--- src/include/sensor_script.svh ---
localparam camera_config_pkg::scriptEntry_t SENSOR_SCRIPT [0:23] = '{
   '{camera_config_pkg::SENSOR_ADDR, 16'h0103, 8'h01},  // software reset
   '{camera_config_pkg::SENSOR_ADDR, 16'h0103, 8'h01},  // repeated, as on the board
   '{camera_config_pkg::DELAY_TAG,   16'h0000, 8'd10},  // let reset settle
   '{camera_config_pkg::SENSOR_ADDR, 16'h0100, 8'h00},  // software standby
   '{camera_config_pkg::SENSOR_ADDR, 16'h0100, 8'h00},
   '{camera_config_pkg::DELAY_TAG,   16'h0000, 8'd10},
   '{camera_config_pkg::SENSOR_ADDR, 16'h0302, 8'd24},  // pll1 multiplier
   '{camera_config_pkg::SENSOR_ADDR, 16'h0303, 8'h00},  // pll1 divm
   '{camera_config_pkg::SENSOR_ADDR, 16'h0304, 8'd3},   // pll1 mipi divider
   '{camera_config_pkg::SENSOR_ADDR, 16'h030E, 8'h00},  // pll2 r_divs
   '{camera_config_pkg::SENSOR_ADDR, 16'h030F, 8'h04},  // pll2 r_divsp
   '{camera_config_pkg::SENSOR_ADDR, 16'h0312, 8'h01},  // pll2 pre-divider
   '{camera_config_pkg::SENSOR_ADDR, 16'h031E, 8'h0C},
   '{camera_config_pkg::SENSOR_ADDR, 16'h3018, 8'h72},  // mipi 4 lane
   '{camera_config_pkg::SENSOR_ADDR, 16'h3808, 8'h02},  // x output size 640
   '{camera_config_pkg::SENSOR_ADDR, 16'h3809, 8'h80},
   '{camera_config_pkg::SENSOR_ADDR, 16'h380A, 8'h01},  // y output size 480
   '{camera_config_pkg::SENSOR_ADDR, 16'h380B, 8'hE0},
   '{camera_config_pkg::SENSOR_ADDR, 16'h380C, 8'h12},  // hts
   '{camera_config_pkg::SENSOR_ADDR, 16'h380D, 8'h00},
   '{camera_config_pkg::SENSOR_ADDR, 16'h380E, 8'h02},  // vts
   '{camera_config_pkg::SENSOR_ADDR, 16'h380F, 8'h1E},
   '{camera_config_pkg::DELAY_TAG,   16'h0000, 8'd10},
   '{camera_config_pkg::SENSOR_ADDR, 16'h0100, 8'h01}   // wake up, streaming
};

--- src/source/camera_config_pkg.sv ---
`default_nettype none

package camera_config_pkg;

   // transfer kinds handled by the single I2C engine
   typedef enum logic [1:0] {
      XFER_POINTER = 2'd0,  // address + 2 pointer bytes
      XFER_WRITE   = 2'd1,  // address + 2 pointer bytes + 1 data byte
      XFER_READ    = 2'd2   // address with R bit + 1 byte, master NACK
   } xferKind_t;

   // one bus transfer as handed from the decoder to the engine
   typedef struct packed {
      xferKind_t   kind;
      logic [7:0]  slaveAddr;  // 7-bit address plus R/W bit
      logic [15:0] regAddr;
      logic [7:0]  data;
   } i2cRequest_t;

   // one line of the register script
   typedef struct packed {
      logic [7:0]  slaveOrTag;  // slave write address or DELAY_TAG
      logic [15:0] regAddr;
      logic [7:0]  data;        // write data, or delay count for a tag
   } scriptEntry_t;

   localparam logic [7:0]  SENSOR_ADDR = 8'h6C;    // 8-bit write address
   localparam logic [15:0] ID_REGISTER = 16'h300B; // chip-ID high byte
   localparam logic [7:0]  DELAY_TAG   = 8'hAA;    // marks a delay entry

endpackage

`default_nettype wire

--- src/source/camera_config_top.sv ---
`timescale 1ns/1ps
`default_nettype none

module camera_config_top #(
   parameter int         SCRIPT_LENGTH = 24,
   parameter int         DELAY_UNIT    = 64,     // CLK_400K cycles per delay count
   parameter logic [7:0] EXPECTED_ID   = 8'h88
) (
   input  logic       CLK_400K,
   input  logic       RESET_N,
   input  logic       sdaIn,
   output logic       i2cScl,
   output logic       sdaDriveLow,
   output logic       configDone,
   output logic [7:0] sensorId,
   output logic [7:0] probeFailCount
);
   import camera_config_pkg::*;

   i2cRequest_t request;
   logic        requestStrobe;
   logic        doneStrobe;
   logic [7:0]  readData;
   logic        probeReadStrobe;
   logic        probeResult;
   logic        probeMatch;

   script_decoder #(
      .SCRIPT_LENGTH (SCRIPT_LENGTH),
      .DELAY_UNIT    (DELAY_UNIT)
   ) script_decoder_i (
      .CLK_400K        (CLK_400K),
      .RESET_N         (RESET_N),
      .doneStrobe      (doneStrobe),
      .probeResult     (probeResult),
      .probeMatch      (probeMatch),
      .request         (request),
      .requestStrobe   (requestStrobe),
      .probeReadStrobe (probeReadStrobe),
      .configDone      (configDone)
   );

   i2c_engine i2c_engine_i (
      .CLK_400K      (CLK_400K),
      .RESET_N       (RESET_N),
      .request       (request),
      .requestStrobe (requestStrobe),
      .sdaIn         (sdaIn),
      .i2cScl        (i2cScl),
      .sdaDriveLow   (sdaDriveLow),
      .doneStrobe    (doneStrobe),
      .readData      (readData)
   );

   id_probe #(
      .EXPECTED_ID (EXPECTED_ID)
   ) id_probe_i (
      .CLK_400K        (CLK_400K),
      .RESET_N         (RESET_N),
      .doneStrobe      (doneStrobe),
      .readData        (readData),
      .probeReadStrobe (probeReadStrobe),
      .probeResult     (probeResult),
      .probeMatch      (probeMatch),
      .sensorId        (sensorId),
      .probeFailCount  (probeFailCount)
   );

endmodule

`default_nettype wire

--- src/source/i2c_engine.sv ---
`timescale 1ns/1ps
`default_nettype none

module i2c_engine (
   input  logic                          CLK_400K,
   input  logic                          RESET_N,
   input  camera_config_pkg::i2cRequest_t request,
   input  logic                          requestStrobe,
   input  logic                          sdaIn,
   output logic                          i2cScl,
   output logic                          sdaDriveLow,
   output logic                          doneStrobe,
   output logic [7:0]                    readData
);
   import camera_config_pkg::*;

   typedef enum logic [1:0] {
      BUS_IDLE,
      BUS_START,
      BUS_BITS,
      BUS_STOP
   } busState_t;

   busState_t   busState;
   logic [1:0]  phase;      // quarter of the current SCL period
   logic [3:0]  bitIndex;   // 8 is the ACK slot
   logic [1:0]  byteIndex;
   logic [1:0]  lastByte;
   logic        isRead;
   logic [31:0] txShift;    // address, pointer, data, MSB first
   logic [7:0]  rxShift;    // data bits of the current byte
   logic        masterDrives;
   logic        sdaLevel;

   // master lets go of SDA in ACK slots and in the byte the sensor returns
   assign masterDrives = (bitIndex != 4'd8) && !(isRead && byteIndex == 2'd1);

   always_comb begin
      case (busState)
         BUS_START: begin
            i2cScl   = (phase != 2'd3);
            sdaLevel = (phase == 2'd0);  // falls while SCL is high
         end
         BUS_BITS: begin
            i2cScl   = (phase == 2'd1) || (phase == 2'd2);
            sdaLevel = masterDrives ? txShift[31] : 1'b1;
         end
         BUS_STOP: begin
            i2cScl   = (phase != 2'd0);
            sdaLevel = (phase[1] == 1'b1);  // rises while SCL is high
         end
         default: begin
            i2cScl   = 1'b1;
            sdaLevel = 1'b1;
         end
      endcase
   end

   assign sdaDriveLow = !sdaLevel;
   assign readData    = rxShift;  // byte last shifted in

   always_ff @(posedge CLK_400K) begin
      if (!RESET_N) begin
         busState   <= BUS_IDLE;
         phase      <= 2'd0;
         bitIndex   <= 4'd0;
         byteIndex  <= 2'd0;
         doneStrobe <= 1'b0;
      end else begin
         doneStrobe <= (busState == BUS_STOP) && (phase == 2'd2);
         if (busState == BUS_IDLE) begin
            phase <= 2'd0;
            if (requestStrobe) begin
               busState <= BUS_START;
            end
         end else begin
            phase <= phase + 2'd1;
            if (phase == 2'd3) begin
               case (busState)
                  BUS_START: begin
                     busState  <= BUS_BITS;
                     bitIndex  <= 4'd0;
                     byteIndex <= 2'd0;
                  end
                  BUS_BITS: begin
                     if (bitIndex != 4'd8) begin
                        bitIndex <= bitIndex + 4'd1;
                     end else begin
                        bitIndex <= 4'd0;
                        if (byteIndex == lastByte) begin
                           busState <= BUS_STOP;
                        end else begin
                           byteIndex <= byteIndex + 2'd1;
                        end
                     end
                  end
                  default: begin
                     busState <= BUS_IDLE;  // stop period over
                  end
               endcase
            end
         end
      end
   end

   always_ff @(posedge CLK_400K) begin
      if (busState == BUS_IDLE && requestStrobe) begin
         txShift <= {request.slaveAddr, request.regAddr, request.data};
         isRead  <= (request.kind == XFER_READ);
         case (request.kind)
            XFER_POINTER: lastByte <= 2'd2;
            XFER_WRITE:   lastByte <= 2'd3;
            default:      lastByte <= 2'd1;
         endcase
      end else if (busState == BUS_BITS) begin
         if (phase == 2'd2 && bitIndex != 4'd8) begin
            rxShift <= {rxShift[6:0], sdaIn};  // sample mid high phase
         end
         if (phase == 2'd3 && bitIndex != 4'd8) begin
            txShift <= {txShift[30:0], 1'b0};
         end
      end
   end

   noRequestWhileBusy: assert property (@(posedge CLK_400K) disable iff (!RESET_N)
      requestStrobe |-> busState == BUS_IDLE);

   // SDA may move under a high SCL only for start and stop
   sdaStableWhileSclHigh: assert property (@(posedge CLK_400K) disable iff (!RESET_N)
      ($changed(sdaDriveLow) && i2cScl && $past(i2cScl))
         |-> (busState == BUS_START || busState == BUS_STOP));

endmodule

`default_nettype wire

--- src/source/id_probe.sv ---
`timescale 1ns/1ps
`default_nettype none

module id_probe #(
   parameter logic [7:0] EXPECTED_ID = 8'h88
) (
   input  logic       CLK_400K,
   input  logic       RESET_N,
   input  logic       doneStrobe,
   input  logic [7:0] readData,
   input  logic       probeReadStrobe,
   output logic       probeResult,
   output logic       probeMatch,
   output logic [7:0] sensorId,
   output logic [7:0] probeFailCount
);

   // read of address plus one byte is 80 cycles, the result follows a cycle later
   localparam int READ_TO_RESULT = 4 * (9 * 2 + 2) + 1;

   logic readPending;  // flagged ID read on the bus
   logic idDone;
   logic idMatch;

   assign idDone  = readPending && doneStrobe;
   assign idMatch = (readData == EXPECTED_ID);

   always_ff @(posedge CLK_400K) begin
      if (!RESET_N) begin
         readPending    <= 1'b0;
         probeResult    <= 1'b0;
         probeFailCount <= 8'd0;
      end else begin
         probeResult <= idDone;
         if (probeReadStrobe) begin
            readPending <= 1'b1;
         end else if (doneStrobe) begin
            readPending <= 1'b0;
         end
         if (idDone && !idMatch && probeFailCount != 8'hFF) begin
            probeFailCount <= probeFailCount + 8'd1;  // saturates at 255
         end
      end
   end

   always_ff @(posedge CLK_400K) begin
      if (idDone) begin
         sensorId   <= readData;
         probeMatch <= idMatch;
      end
   end

   resultFollowsIdRead: assert property (@(posedge CLK_400K) disable iff (!RESET_N)
      probeResult |-> $past(probeReadStrobe, READ_TO_RESULT));

endmodule

`default_nettype wire

--- src/source/script_decoder.sv ---
`timescale 1ns/1ps
`default_nettype none

module script_decoder #(
   parameter int SCRIPT_LENGTH = 24,
   parameter int DELAY_UNIT    = 64
) (
   input  logic                           CLK_400K,
   input  logic                           RESET_N,
   input  logic                           doneStrobe,
   input  logic                           probeResult,
   input  logic                           probeMatch,
   output camera_config_pkg::i2cRequest_t request,
   output logic                           requestStrobe,
   output logic                           probeReadStrobe,
   output logic                           configDone
);
   import camera_config_pkg::*;

   `include "sensor_script.svh"

   localparam int INDEX_WIDTH = $clog2(SCRIPT_LENGTH + 1);
   localparam int WAIT_WIDTH  = $clog2(256 * DELAY_UNIT);

   localparam logic [WAIT_WIDTH-1:0]  GAP_COUNT    = WAIT_WIDTH'(2);  // strobe 4 cycles after done
   localparam logic [WAIT_WIDTH-1:0]  RESULT_GAP   = WAIT_WIDTH'(1);  // result is a cycle late
   localparam logic [WAIT_WIDTH-1:0]  RETRY_COUNT  = WAIT_WIDTH'(4 * DELAY_UNIT);
   localparam logic [INDEX_WIDTH-1:0] LAST_INDEX   = INDEX_WIDTH'(SCRIPT_LENGTH - 1);

   typedef enum logic [2:0] {
      PTR_GAP,
      PTR_BUSY,
      READ_GAP,
      READ_BUSY,
      ENTRY_GAP,
      WRITE_BUSY,
      DELAY_WAIT,
      CONFIG_IDLE
   } decodeState_t;

   decodeState_t           decodeState;
   logic [WAIT_WIDTH-1:0]  waitCount;
   logic [INDEX_WIDTH-1:0] entryIndex;
   scriptEntry_t           currentEntry;

   assign currentEntry = SENSOR_SCRIPT[entryIndex];

   always_ff @(posedge CLK_400K) begin
      if (!RESET_N) begin
         decodeState     <= PTR_GAP;
         waitCount       <= '0;
         entryIndex      <= '0;
         requestStrobe   <= 1'b0;
         probeReadStrobe <= 1'b0;
         configDone      <= 1'b0;
      end else begin
         requestStrobe   <= 1'b0;
         probeReadStrobe <= 1'b0;
         case (decodeState)
            PTR_GAP: begin
               if (waitCount != '0) begin
                  waitCount <= waitCount - WAIT_WIDTH'(1);
               end else begin
                  requestStrobe <= 1'b1;  // set ID pointer
                  decodeState   <= PTR_BUSY;
               end
            end
            PTR_BUSY: begin
               if (doneStrobe) begin
                  waitCount   <= GAP_COUNT;
                  decodeState <= READ_GAP;
               end
            end
            READ_GAP: begin
               if (waitCount != '0) begin
                  waitCount <= waitCount - WAIT_WIDTH'(1);
               end else begin
                  requestStrobe   <= 1'b1;
                  probeReadStrobe <= 1'b1;  // tell id_probe this read is the ID
                  decodeState     <= READ_BUSY;
               end
            end
            READ_BUSY: begin
               if (probeResult) begin
                  if (probeMatch) begin
                     waitCount   <= GAP_COUNT - RESULT_GAP;
                     decodeState <= ENTRY_GAP;
                  end else begin
                     waitCount   <= RETRY_COUNT;  // back off, then probe again
                     decodeState <= PTR_GAP;
                  end
               end
            end
            ENTRY_GAP: begin
               if (waitCount != '0) begin
                  waitCount <= waitCount - WAIT_WIDTH'(1);
               end else if (currentEntry.slaveOrTag == DELAY_TAG) begin
                  waitCount   <= WAIT_WIDTH'(currentEntry.data * DELAY_UNIT);
                  decodeState <= DELAY_WAIT;
               end else begin
                  requestStrobe <= 1'b1;
                  decodeState   <= WRITE_BUSY;
               end
            end
            WRITE_BUSY: begin
               if (doneStrobe) begin
                  if (entryIndex == LAST_INDEX) begin
                     configDone  <= 1'b1;
                     decodeState <= CONFIG_IDLE;
                  end else begin
                     entryIndex  <= entryIndex + 1'b1;
                     waitCount   <= GAP_COUNT;
                     decodeState <= ENTRY_GAP;
                  end
               end
            end
            DELAY_WAIT: begin
               if (waitCount != '0) begin
                  waitCount <= waitCount - WAIT_WIDTH'(1);  // no bus traffic here
               end else if (entryIndex == LAST_INDEX) begin
                  configDone  <= 1'b1;
                  decodeState <= CONFIG_IDLE;
               end else begin
                  entryIndex  <= entryIndex + 1'b1;
                  decodeState <= ENTRY_GAP;
               end
            end
            default: begin
               decodeState <= CONFIG_IDLE;  // script finished, stay here
            end
         endcase
      end
   end

   // request payload follows the state, engine takes it with the strobe
   always_ff @(posedge CLK_400K) begin
      case (decodeState)
         PTR_GAP:   request <= '{XFER_POINTER, SENSOR_ADDR, ID_REGISTER, 8'h00};
         READ_GAP:  request <= '{XFER_READ, {SENSOR_ADDR[7:1], 1'b1}, ID_REGISTER, 8'h00};
         ENTRY_GAP: request <= '{XFER_WRITE, currentEntry.slaveOrTag, currentEntry.regAddr,
                                 currentEntry.data};
         default:   request <= request;
      endcase
   end

   entryInRange: assert property (@(posedge CLK_400K) disable iff (!RESET_N)
      entryIndex < SCRIPT_LENGTH);

endmodule

`default_nettype wire

--- config.mk ---
export PLATFORM = sky130hd
export DESIGN_NAME = camera_config_top
export DESIGN_NICKNAME = d
export VERILOG_FILES = /design/src/source/camera_config_pkg.sv /design/src/source/camera_config_top.sv /design/src/source/i2c_engine.sv /design/src/source/id_probe.sv /design/src/source/script_decoder.sv
export VERILOG_INCLUDE_DIRS = /design/src /design/src/include
export SDC_FILE = /design/constraint.sdc
export NUM_CORES = 1
export LEC_CHECK = 0
export ABC_AREA = 1
export ABC_CLOCK_PERIOD_IN_PS = 3500
export BUFFER_PORTS_ARGS = -buffer_cell sky130_fd_sc_hd__buf_2
export CAP_MARGIN = 10
export CORE_UTILIZATION = 45
export DETAILED_ROUTE_END_ITERATION = 10
export PLACE_DENSITY = 0.7
export SLEW_MARGIN = 15
export SYNTH_ARGS = -nofsm -noshare
export SYNTH_HDL_FRONTEND = slang
export SYNTH_SLANG_ARGS = --single-unit
--- constraint.sdc ---
create_clock -name CLK_400K -period 3.5 [get_ports CLK_400K]
set_input_delay 0.525 -clock CLK_400K [delete_from_list [all_inputs] [get_ports CLK_400K]]
set_output_delay 0.525 -clock CLK_400K [all_outputs]
set_load 0.005 [all_outputs]
* Word level (Yosys, flattened, before mapping)
Memory sizes are Yosys's and may differ from the RTL's.
Index checks and enable logic that the tools add are counted.
** Word-level totals
- Flip-flop bits (word level) :: 132
- ROM bits :: 1024
- Input port bits :: 3
- Memories :: 1
** Memories
- (no name shown) :: depth 32, bits a word 32, read ports 1, clocked after memory_dff 0, wr ports 0, line script_decoder.sv:46 : assign currentEntry = SENSOR_SCRIPT[entryIndex];
** Operators by class
- $add $sub $neg :: 6
- $lt $le $gt $ge :: 1
- Equal/unequal tests :: 37
- Mux-type cells :: 55
- Bitwise gates (word level) :: 4
- Reductions and logical operators :: 39
** Operator list (number)
- $mux W32 :: 5
- $pmux W34 S3 :: 1
- $mux W14 :: 7
- $pmux W14 S5 :: 1
- $mux W3 :: 8
- $pmux W3 S7 :: 1
- $mux W2 :: 9
- $ne A2 B2 Y1 const B :: 9
- $eq A8 B8 Y1 const B :: 2
- $mux W5 :: 3
- $reduce_and A7 Y1 :: 2
- $reduce_bool A14 Y1 :: 1
- $reduce_bool A2 Y1 :: 7
- $sub A14 B1 Y14 const B :: 1
- $pmux W2 S2 :: 3
- $eq A2 B2 Y1 const B :: 5
- $pmux W5 S2 :: 1
- $eq A3 B3 Y1 const B :: 3
- $logic_and A1 B1 Y1 :: 9
- $mux W1 :: 9
- $mux W9 :: 1
- $reduce_and A3 Y1 :: 3
- $add A8 B1 Y8 const B :: 1
- $eq A2 B1 Y1 const B :: 4
- other kinds (30) :: 46

* Longest topological paths before layout
Gate-level depths: netlist of run 1.
- Depth in word-level cells :: 8
- Mapped depth :: 14
- Gate-level depth less buffers :: 13

* Modules after synthesis
A second synthesis of run 1 with hierarchy kept.
** Second synthesis, totals
- Cells, all modules :: 773
- Area, all modules :: 6324.8 um2
** By module, submodules not included
- script_decoder :: times used 1, cells an instance 412, area an instance 2961.6 um2
- i2c_engine :: times used 1, cells an instance 252, area an instance 2467.4 um2
- id_probe :: times used 1, cells an instance 109, area an instance 895.9 um2

* Least setup slack after synthesis of run 1
Ideal clock, no wire load.
- Path kind :: register to register
- From :: register i2c_engine_i.busState[0]
- To :: register i2c_engine_i.txShift[0], enable pin
- Library setup time :: 0.466 ns
- Arrival :: 3.235 ns
- Required time :: 3.034 ns
- Setup slack :: -0.200 ns
- Stages on the path, launching flop included :: 7
- Buffers on the path :: 0
- Clock period less this slack :: 3.700 ns
- Cells stage by stage :: dfxtp_1 inv_1 ha_1 inv_1 nor2_1 inv_1 o21ai_0
** Between the ends
- Longest elaborated chain between the ends :: 4
- Elaborated cells between the ends (all ways) :: 6
- Those cells by class :: 1 x eq/ne; 5 x reduce/logical
** RTL lines
- start, declared :: line i2c_engine.sv:24 : busState_t busState;
- start signal, assigned :: line i2c_engine.sv:64 : busState <= BUS_IDLE;
- start signal, assigned :: line i2c_engine.sv:74 : busState <= BUS_START;
- start signal, assigned :: line i2c_engine.sv:81 : busState <= BUS_BITS;
- $logic_not A2 Y1 :: line i2c_engine.sv:107 : if (busState == BUS_IDLE && requestStrobe) begin
- $logic_and A1 B1 Y1 :: line i2c_engine.sv:107
- $reduce_bool A2 Y1 (no source line)
- $reduce_and A2 Y1 (no source line) (*)
- end signal, assigned :: line i2c_engine.sv:108 : txShift <= {request.slaveAddr, request.regAddr, request.data};
- end signal, assigned :: line i2c_engine.sv:120 : txShift <= {txShift[30:0], 1'b0};
- end, declared :: line i2c_engine.sv:30 : logic [31:0] txShift;
Every way passes the cells marked *; elsewhere a longest branch is shown, timed or not.
A chain may end at the register's enable or synchronous reset.

* Final worst setup path of run 1
- From :: register i2c_engine_i.busState[0]
- To :: output port sdaDriveLow
** Between the ends
- Longest elaborated chain between the ends :: 3
- Elaborated cells between the ends (all ways) :: 5
- Those cells by class :: 3 x eq/ne; 1 x mux; 1 x reduce/logical
** RTL lines
- $eq A2 B2 Y1 or $eq A2 B1 Y1 (tied branches) :: line i2c_engine.sv:39 : case (busState)
- $pmux W1 S3 (*) :: line i2c_engine.sv:39
- $logic_not A1 Y1 (*) :: line i2c_engine.sv:59 : assign sdaDriveLow = !sdaLevel;
- end, declared :: line camera_config_top.sv:13 : output logic sdaDriveLow,
Marked as above.

==> out/results.tsv, run 1 <==
metric	value	unit
Setup Skew	0.00722	ns
DRC	0	
first-pass GRT wire length	19500	um
routed vias/inst	5.10	
Area growth syn-to-layout	14.8	%
setup_tns	0	ns
main flop type after synthesis	edfxtp_1	
gr usage total	18.5	%
max cap viols	0	
share of cells above drive strength 1	13.3	%
row count	41	
Post-CTS Resized	0	
DR vias	4602	
TritonCTS Buffers	17	
initial DRC count	439	
Pleak	0.00289	uW
reg2reg end	script_decoder_i.waitCount[1]	
Tmin final	2.31	ns
RSZ-0062 raised after global routing	no	
outcome	completed	
post-DP HPWL	8040	um
clk slew on worst S/H paths	0.05	ns
worst skew pair latency	0.41	ns
clock buffer depth	2	
# IOs	22	
crit path max fanout	7	
clock sink count	118	
Worst setup SP type	flop	
worst min-delay path class	input port to flop	
crit path kind	flop to output pin	
Congestion Overflow GR	0	
ANT cells	0	
drt first pass iters	5	
vias in the first global route	4238	
CTS H-tree depth	4	
sequential-to-total area share from yosys stat	52.0	%
worst r2r src	script_decoder_i.entryIndex[2]	
Initial Util	46.6	%
die height	117	um
Final setup violation count	0	
WP data required	2.97	ns
Setup crit start	i2c_engine_i.busState[0]	
Avg WL per Cell	12.9	um
final count of hold timing violations	0	
clk root buf	clkbuf_16	
Final #Nets	743	
final instance area	0.00681	mm^2
fin crit share	66.1	%
Slew Limit Headroom	29.3	%
# port buffers	21	
Synth warnings	0	
worst min-delay path startpoint	sdaIn	
antenna violations before repair	0	
pin count of the biggest net entering global routing	33	
Worst Max-Slew Pin Slew	1.06	ns
asr flop ratio synth	0	%
total die area	0.0137	mm^2
post-synth cell types	42	
Max Slew Vio Count	0	
RD Place Congestion	0.905	
TritonCTS clock tree	built	
Core Region	0.0127	mm^2
Worst Hold Path EP	i2c_engine_i.readData[0]	
Hold Crit Depth	1	
worst vdd ir	0.369	mV
power per cell area	752	mW/mm^2
CP arrival	1.79	ns
Post-synth EDFFs	72	
Synth Register Bits	118	
routed wire length	11700	um
setup bufs post-CTS	0	
cells on worst reg2reg path	11	
Hold Buf Count CTS	0	
Fmax	432	MHz
placed cell areas	0.00619	mm^2
synthesized instance count	690	
Setup crit end kind	output pin	
die width	117	um
R2R Setup Slk	1.42	ns
Post-Syn Area	0.00593	mm^2
Avg Cell Area, Syn	8.60	um^2
Synthesized Nets	716	
antenna-violating nets left	0	
routing by layer:
layer | track usage, % | up-vias | part of all wire (%)
li1 | - | 2313 | -
met1 | 23.0 | 2140 | 45
met2 | 30.2 | 124 | 49
met3 | 4.99 | 25 | 4.0
met4 | 8.19 | 0 | 2.2
met5 | 0 | - | 0
synthesized netlist by cell type, types with 12 or more instances:
library cell  count  share of area, %
dfxtp_1          46                16
nand2_1         210                13
xor2_1           12               1.8
a21oi_1          37               3.1
edfxtp_1         72                36
ha_1             23               4.8
nor3_1           14               1.2
inv_1            71               4.5
nand3_1          23               1.9
nor2_1           67               4.2
o21ai_0          19               1.6
power by group:
group / leakage [uW] / switching, uW / internal, uW
Clock: 0.000301 / 589 / 1220
Combinational: 0.00154 / 967 / 458
Sequential: 0.00105 / 119 / 1770
Total: 0.00289 / 1680 / 3450
stage by stage:
stage | worst slack [ns] | instances | hold slack (ns) | util (%) | total power (uW)
after floorplan | 0.665 | 690 | 0.413 | - | 3070
after detailed placement | 1.44 | 870 | 0.436 | 48.7 | 3330
final | 1.19 | 902 | 0.285 | 53.5 | 5120
after global routing | 1.10 | 902 | 0.277 | 53.5 | 5430
after CTS | 1.19 | 902 | 0.272 | 53.5 | 5140
after global placement | 1.53 | 870 | 0.417 | 48.7 | 3270
flip-flops by register name (all words and copies together) (netlist names), 3 cells and up:
name / count
i2c_engine_i.txShift: 32
script_decoder_i.request: 20
script_decoder_i.waitCount: 14
i2c_engine_i.readData: 8
id_probe_i.probeFailCount: 8
id_probe_i.sensorId: 8
script_decoder_i.entryIndex: 5
i2c_engine_i.bitIndex: 4
script_decoder_i.decodeState: 3
cell usage in the layout (no fill, tap or decap), drive strengths merged, types with 12 or more instances in the layout:
master  instances
nand2         217
inv            80
nor2           74
edfxtp         72
dfxtp          46
a21oi          46
nand3          28
buf            26
ha             23
clkbuf         22
o21ai          20
nor3           14
xor2           12
how the worst max path moves through the flow:
stage | end | slack [ns] | cells past startpoint
CTS | sdaDriveLow | 1.19 | 6
floorplan | i2c_engine_i.txShift[0] | 0.67 | 6
global placement | script_decoder_i.waitCount[11] | 1.53 | 4
detailed placement | script_decoder_i.waitCount[1] | 1.44 | 12
global route | sdaDriveLow | 1.10 | 6
finish | sdaDriveLow | 1.19 | 6
cells by family (layout without fill, tap and decap cells):
logic type	Yosys count	after routing	share of synthesized area (%)
DFF	118	118	52.0
xor gates and xnor gates	17	17	2.51
and+or+nand+nor	352	352	25.8
buffers and inverters	99	139	6.83
AOI/OAI and AO/OA	81	81	8.03
adders and majority gates	23	23	4.85
critical path, cell delays in order (launching register included):
cell,delay [ns]
dfxtp_1,0.37
inv_1,0.09
ha_1,0.29
inv_1,0.12
o21ai_0,0.10
a211oi_1,0.25
buf_2,0.16
layout make-up:
cell class | instances | area (um^2)
Timing Repair Buffer | 26 | 143
Clock buffer | 22 | 464
Sequential cell | 118 | 3080
Inverter | 81 | 304
Clock inverter | 10 | 151
Fill cell | 1178 | 5910
Tap cell | 172 | 215
Multi-Input combinational cell | 473 | 2450
No activity file was read; power rests on OpenSTA's default activity.
==> run 2, diff against run 1 <==
--- a/config.mk
+++ b/config.mk
@@ -7,7 +7,7 @@
 export NUM_CORES = 1
 export LEC_CHECK = 0
 export ABC_AREA = 1
-export ABC_CLOCK_PERIOD_IN_PS = 3500
+export ABC_CLOCK_PERIOD_IN_PS = 1940
 export BUFFER_PORTS_ARGS = -buffer_cell sky130_fd_sc_hd__buf_2
 export CAP_MARGIN = 10
 export CORE_UTILIZATION = 45
==> constraint.sdc (replaced) <==
create_clock -name CLK_400K -period 1.94 [get_ports CLK_400K]
set_input_delay 0.291 -clock CLK_400K [delete_from_list [all_inputs] [get_ports CLK_400K]]
set_output_delay 0.291 -clock CLK_400K [all_outputs]
set_load 0.005 [all_outputs]
==> out/results.tsv, run 2 (synthesis results as in run 1) <==
metric	value	unit
worst skew pair latency	0.42	ns
# port buffers	21	
sequential share of power	37.4	%
antenna violations before repair	0	
Final #Nets	762	
# IOs	22	
DR vias	4669	
CTS H-tree depth	4	
CP arrival	1.58	ns
TritonCTS Buffers	17	
Area growth syn-to-layout	18.7	%
WP data required	1.65	ns
Slew Limit Headroom	72.6	%
power share of the clock group	30.1	%
clock buffer depth	2	
TritonCTS clock tree	built	
ANT cells	0	
FF+latch area	0.00309	mm^2
pin count of the biggest net entering global routing	33	
Setup Skew	0.0116	ns
clock sink count	118	
Largest regs	i2c_engine_i.txShift: 32 flops, script_decoder_i.request: 20 flops, script_decoder_i.waitCount: 14 flops	
final setup margin	0.0674	ns
gr usage total	19.4	%
Core Region	0.0127	mm^2
Hold Buf Count CTS	0	
area taken by multi-input logic gates	0.00254	mm^2
routed wire length	12800	um
crit path kind	flop to output pin	
worst min-delay path startpoint	sdaIn	
RD Place Congestion	0.898	
R2R Setup Slk	0.07	ns
switch share	34.9	%
highest-count cells in the layout ignoring fill and taps	nand2_1, edfxtp_1, inv_1, nor2_1, dfxtp_1	
Setup crit end kind	output pin	
share of total power in combinational logic	32.5	%
Max Slew Vio Count	0	
final core occ	55.4	%
total die area	0.0137	mm^2
fin crit share	96.5	%
crit path max fanout	5	
Congestion Overflow GR	0	
Fmax	534	MHz
Final setup violation count	0	
DR top layer	met4	
post-DP HPWL	8390	um
DRC	0	
commonest non-fill, non-tap cell in the layout	nand2_1	
antenna-violating nets left	0	
M1 WL	5840	um
Worst Max-Slew Pin Slew	0.410	ns
Initial Util	46.6	%
routed vias/inst	5.07	
Avg WL per Cell	13.8	um
worst min-delay path class	input port to flop	
first-pass GRT wire length	20300	um
Tmin final	1.87	ns
final count of hold timing violations	0	
outcome	completed	
max cap viols	0	
number of flip-flops in the largest register	32	
met2 wire len	6210	um
Layout fillers	1157	
worst r2r src	i2c_engine_i.busState[0]	
Worst setup SP type	flop	
Psw	3170	uW
power per cell area	1290	mW/mm^2
row count	41	
worst vdd ir	0.736	mV
largest register by flop count	i2c_engine_i.txShift	
clk slew on worst S/H paths	0.05	ns
worst slack, placed	0.0233	ns
clk root buf	clkbuf_16	
Setup crit start	i2c_engine_i.phase[0]	
internal power	5910	uW
die height	117	um
WL met3	515	um
die width	117	um
Pleak	0.00295	uW
initial DRC count	366	
share of cells above drive strength 1	18.3	%
vias in the first global route	4374	
drt first pass iters	5	
-- run 2: worst paths after layout --
kind	cells past startpoint	endpoint
worst max-delay path	5	i2cScl
worst min-delay path	1	i2c_engine_i.readData[0]
worst max register to register	9	i2c_engine_i.txShift[31]
worst min register to register	2	id_probe_i.readPending
-- run 2: stage by stage --
step	cells	cell area, um^2	setup TNS [ns]	hold WS [ns]	total power, uW
3_3_place_gp	883	6350	0	0.421	6080
5_1_grt	921	7040	-0.0233	0.0466	9640
4_1_cts	917	6900	0	0.0450	8950
3_5_place_dp	883	6350	0	0.427	6140
6_report	921	7040	0	0.0715	9090
2_1_floorplan	690	5960	-0.468	0.390	5540
-- run 2: layout make-up --
class,instances,share of cell area [%]
flip-flops and latches,118,43.9
clock inverters,9,0.817
repair buffers,45,5.31
inverters,81,4.35
well taps,172,3.06
multi-input cells,473,36.0
clock buffers,23,6.50
-- run 2: repair_timing --
item	4_1_cts	5_1_grt
buffers inserted	2	1
cloned	0	3
endpoints found under the setup margin	2	59
resized for setup	10	20
pin swaps	1	1
-- run 2: critical path: stages, from the launching register on --
cell and delay, ns:
dfxtp_1 0.38, ha_1 0.21, inv_1 0.12, a21oi_1 0.17, o221ai_1 0.14, buf_2 0.15
-- run 2: per-layer routing --
layer,vias up,track usage [%]
li1,2351,-
met1,2193,25.0
met2,110,30.5
met3,15,5.25
met4,0,8.95
met5,-,0
-- run 2: power by group through the flow --
stage | logic [uW] | clock network (uW) | registers (uW)
2_1_floorplan | 2170 | 0 | 3380
3_5_place_dp | 2700 | 0 | 3440
4_1_cts | 2780 | 2780 | 3400
3_3_place_gp | 2650 | 0 | 3430
6_report | 2950 | 2730 | 3400
5_1_grt | 3320 | 2880 | 3440
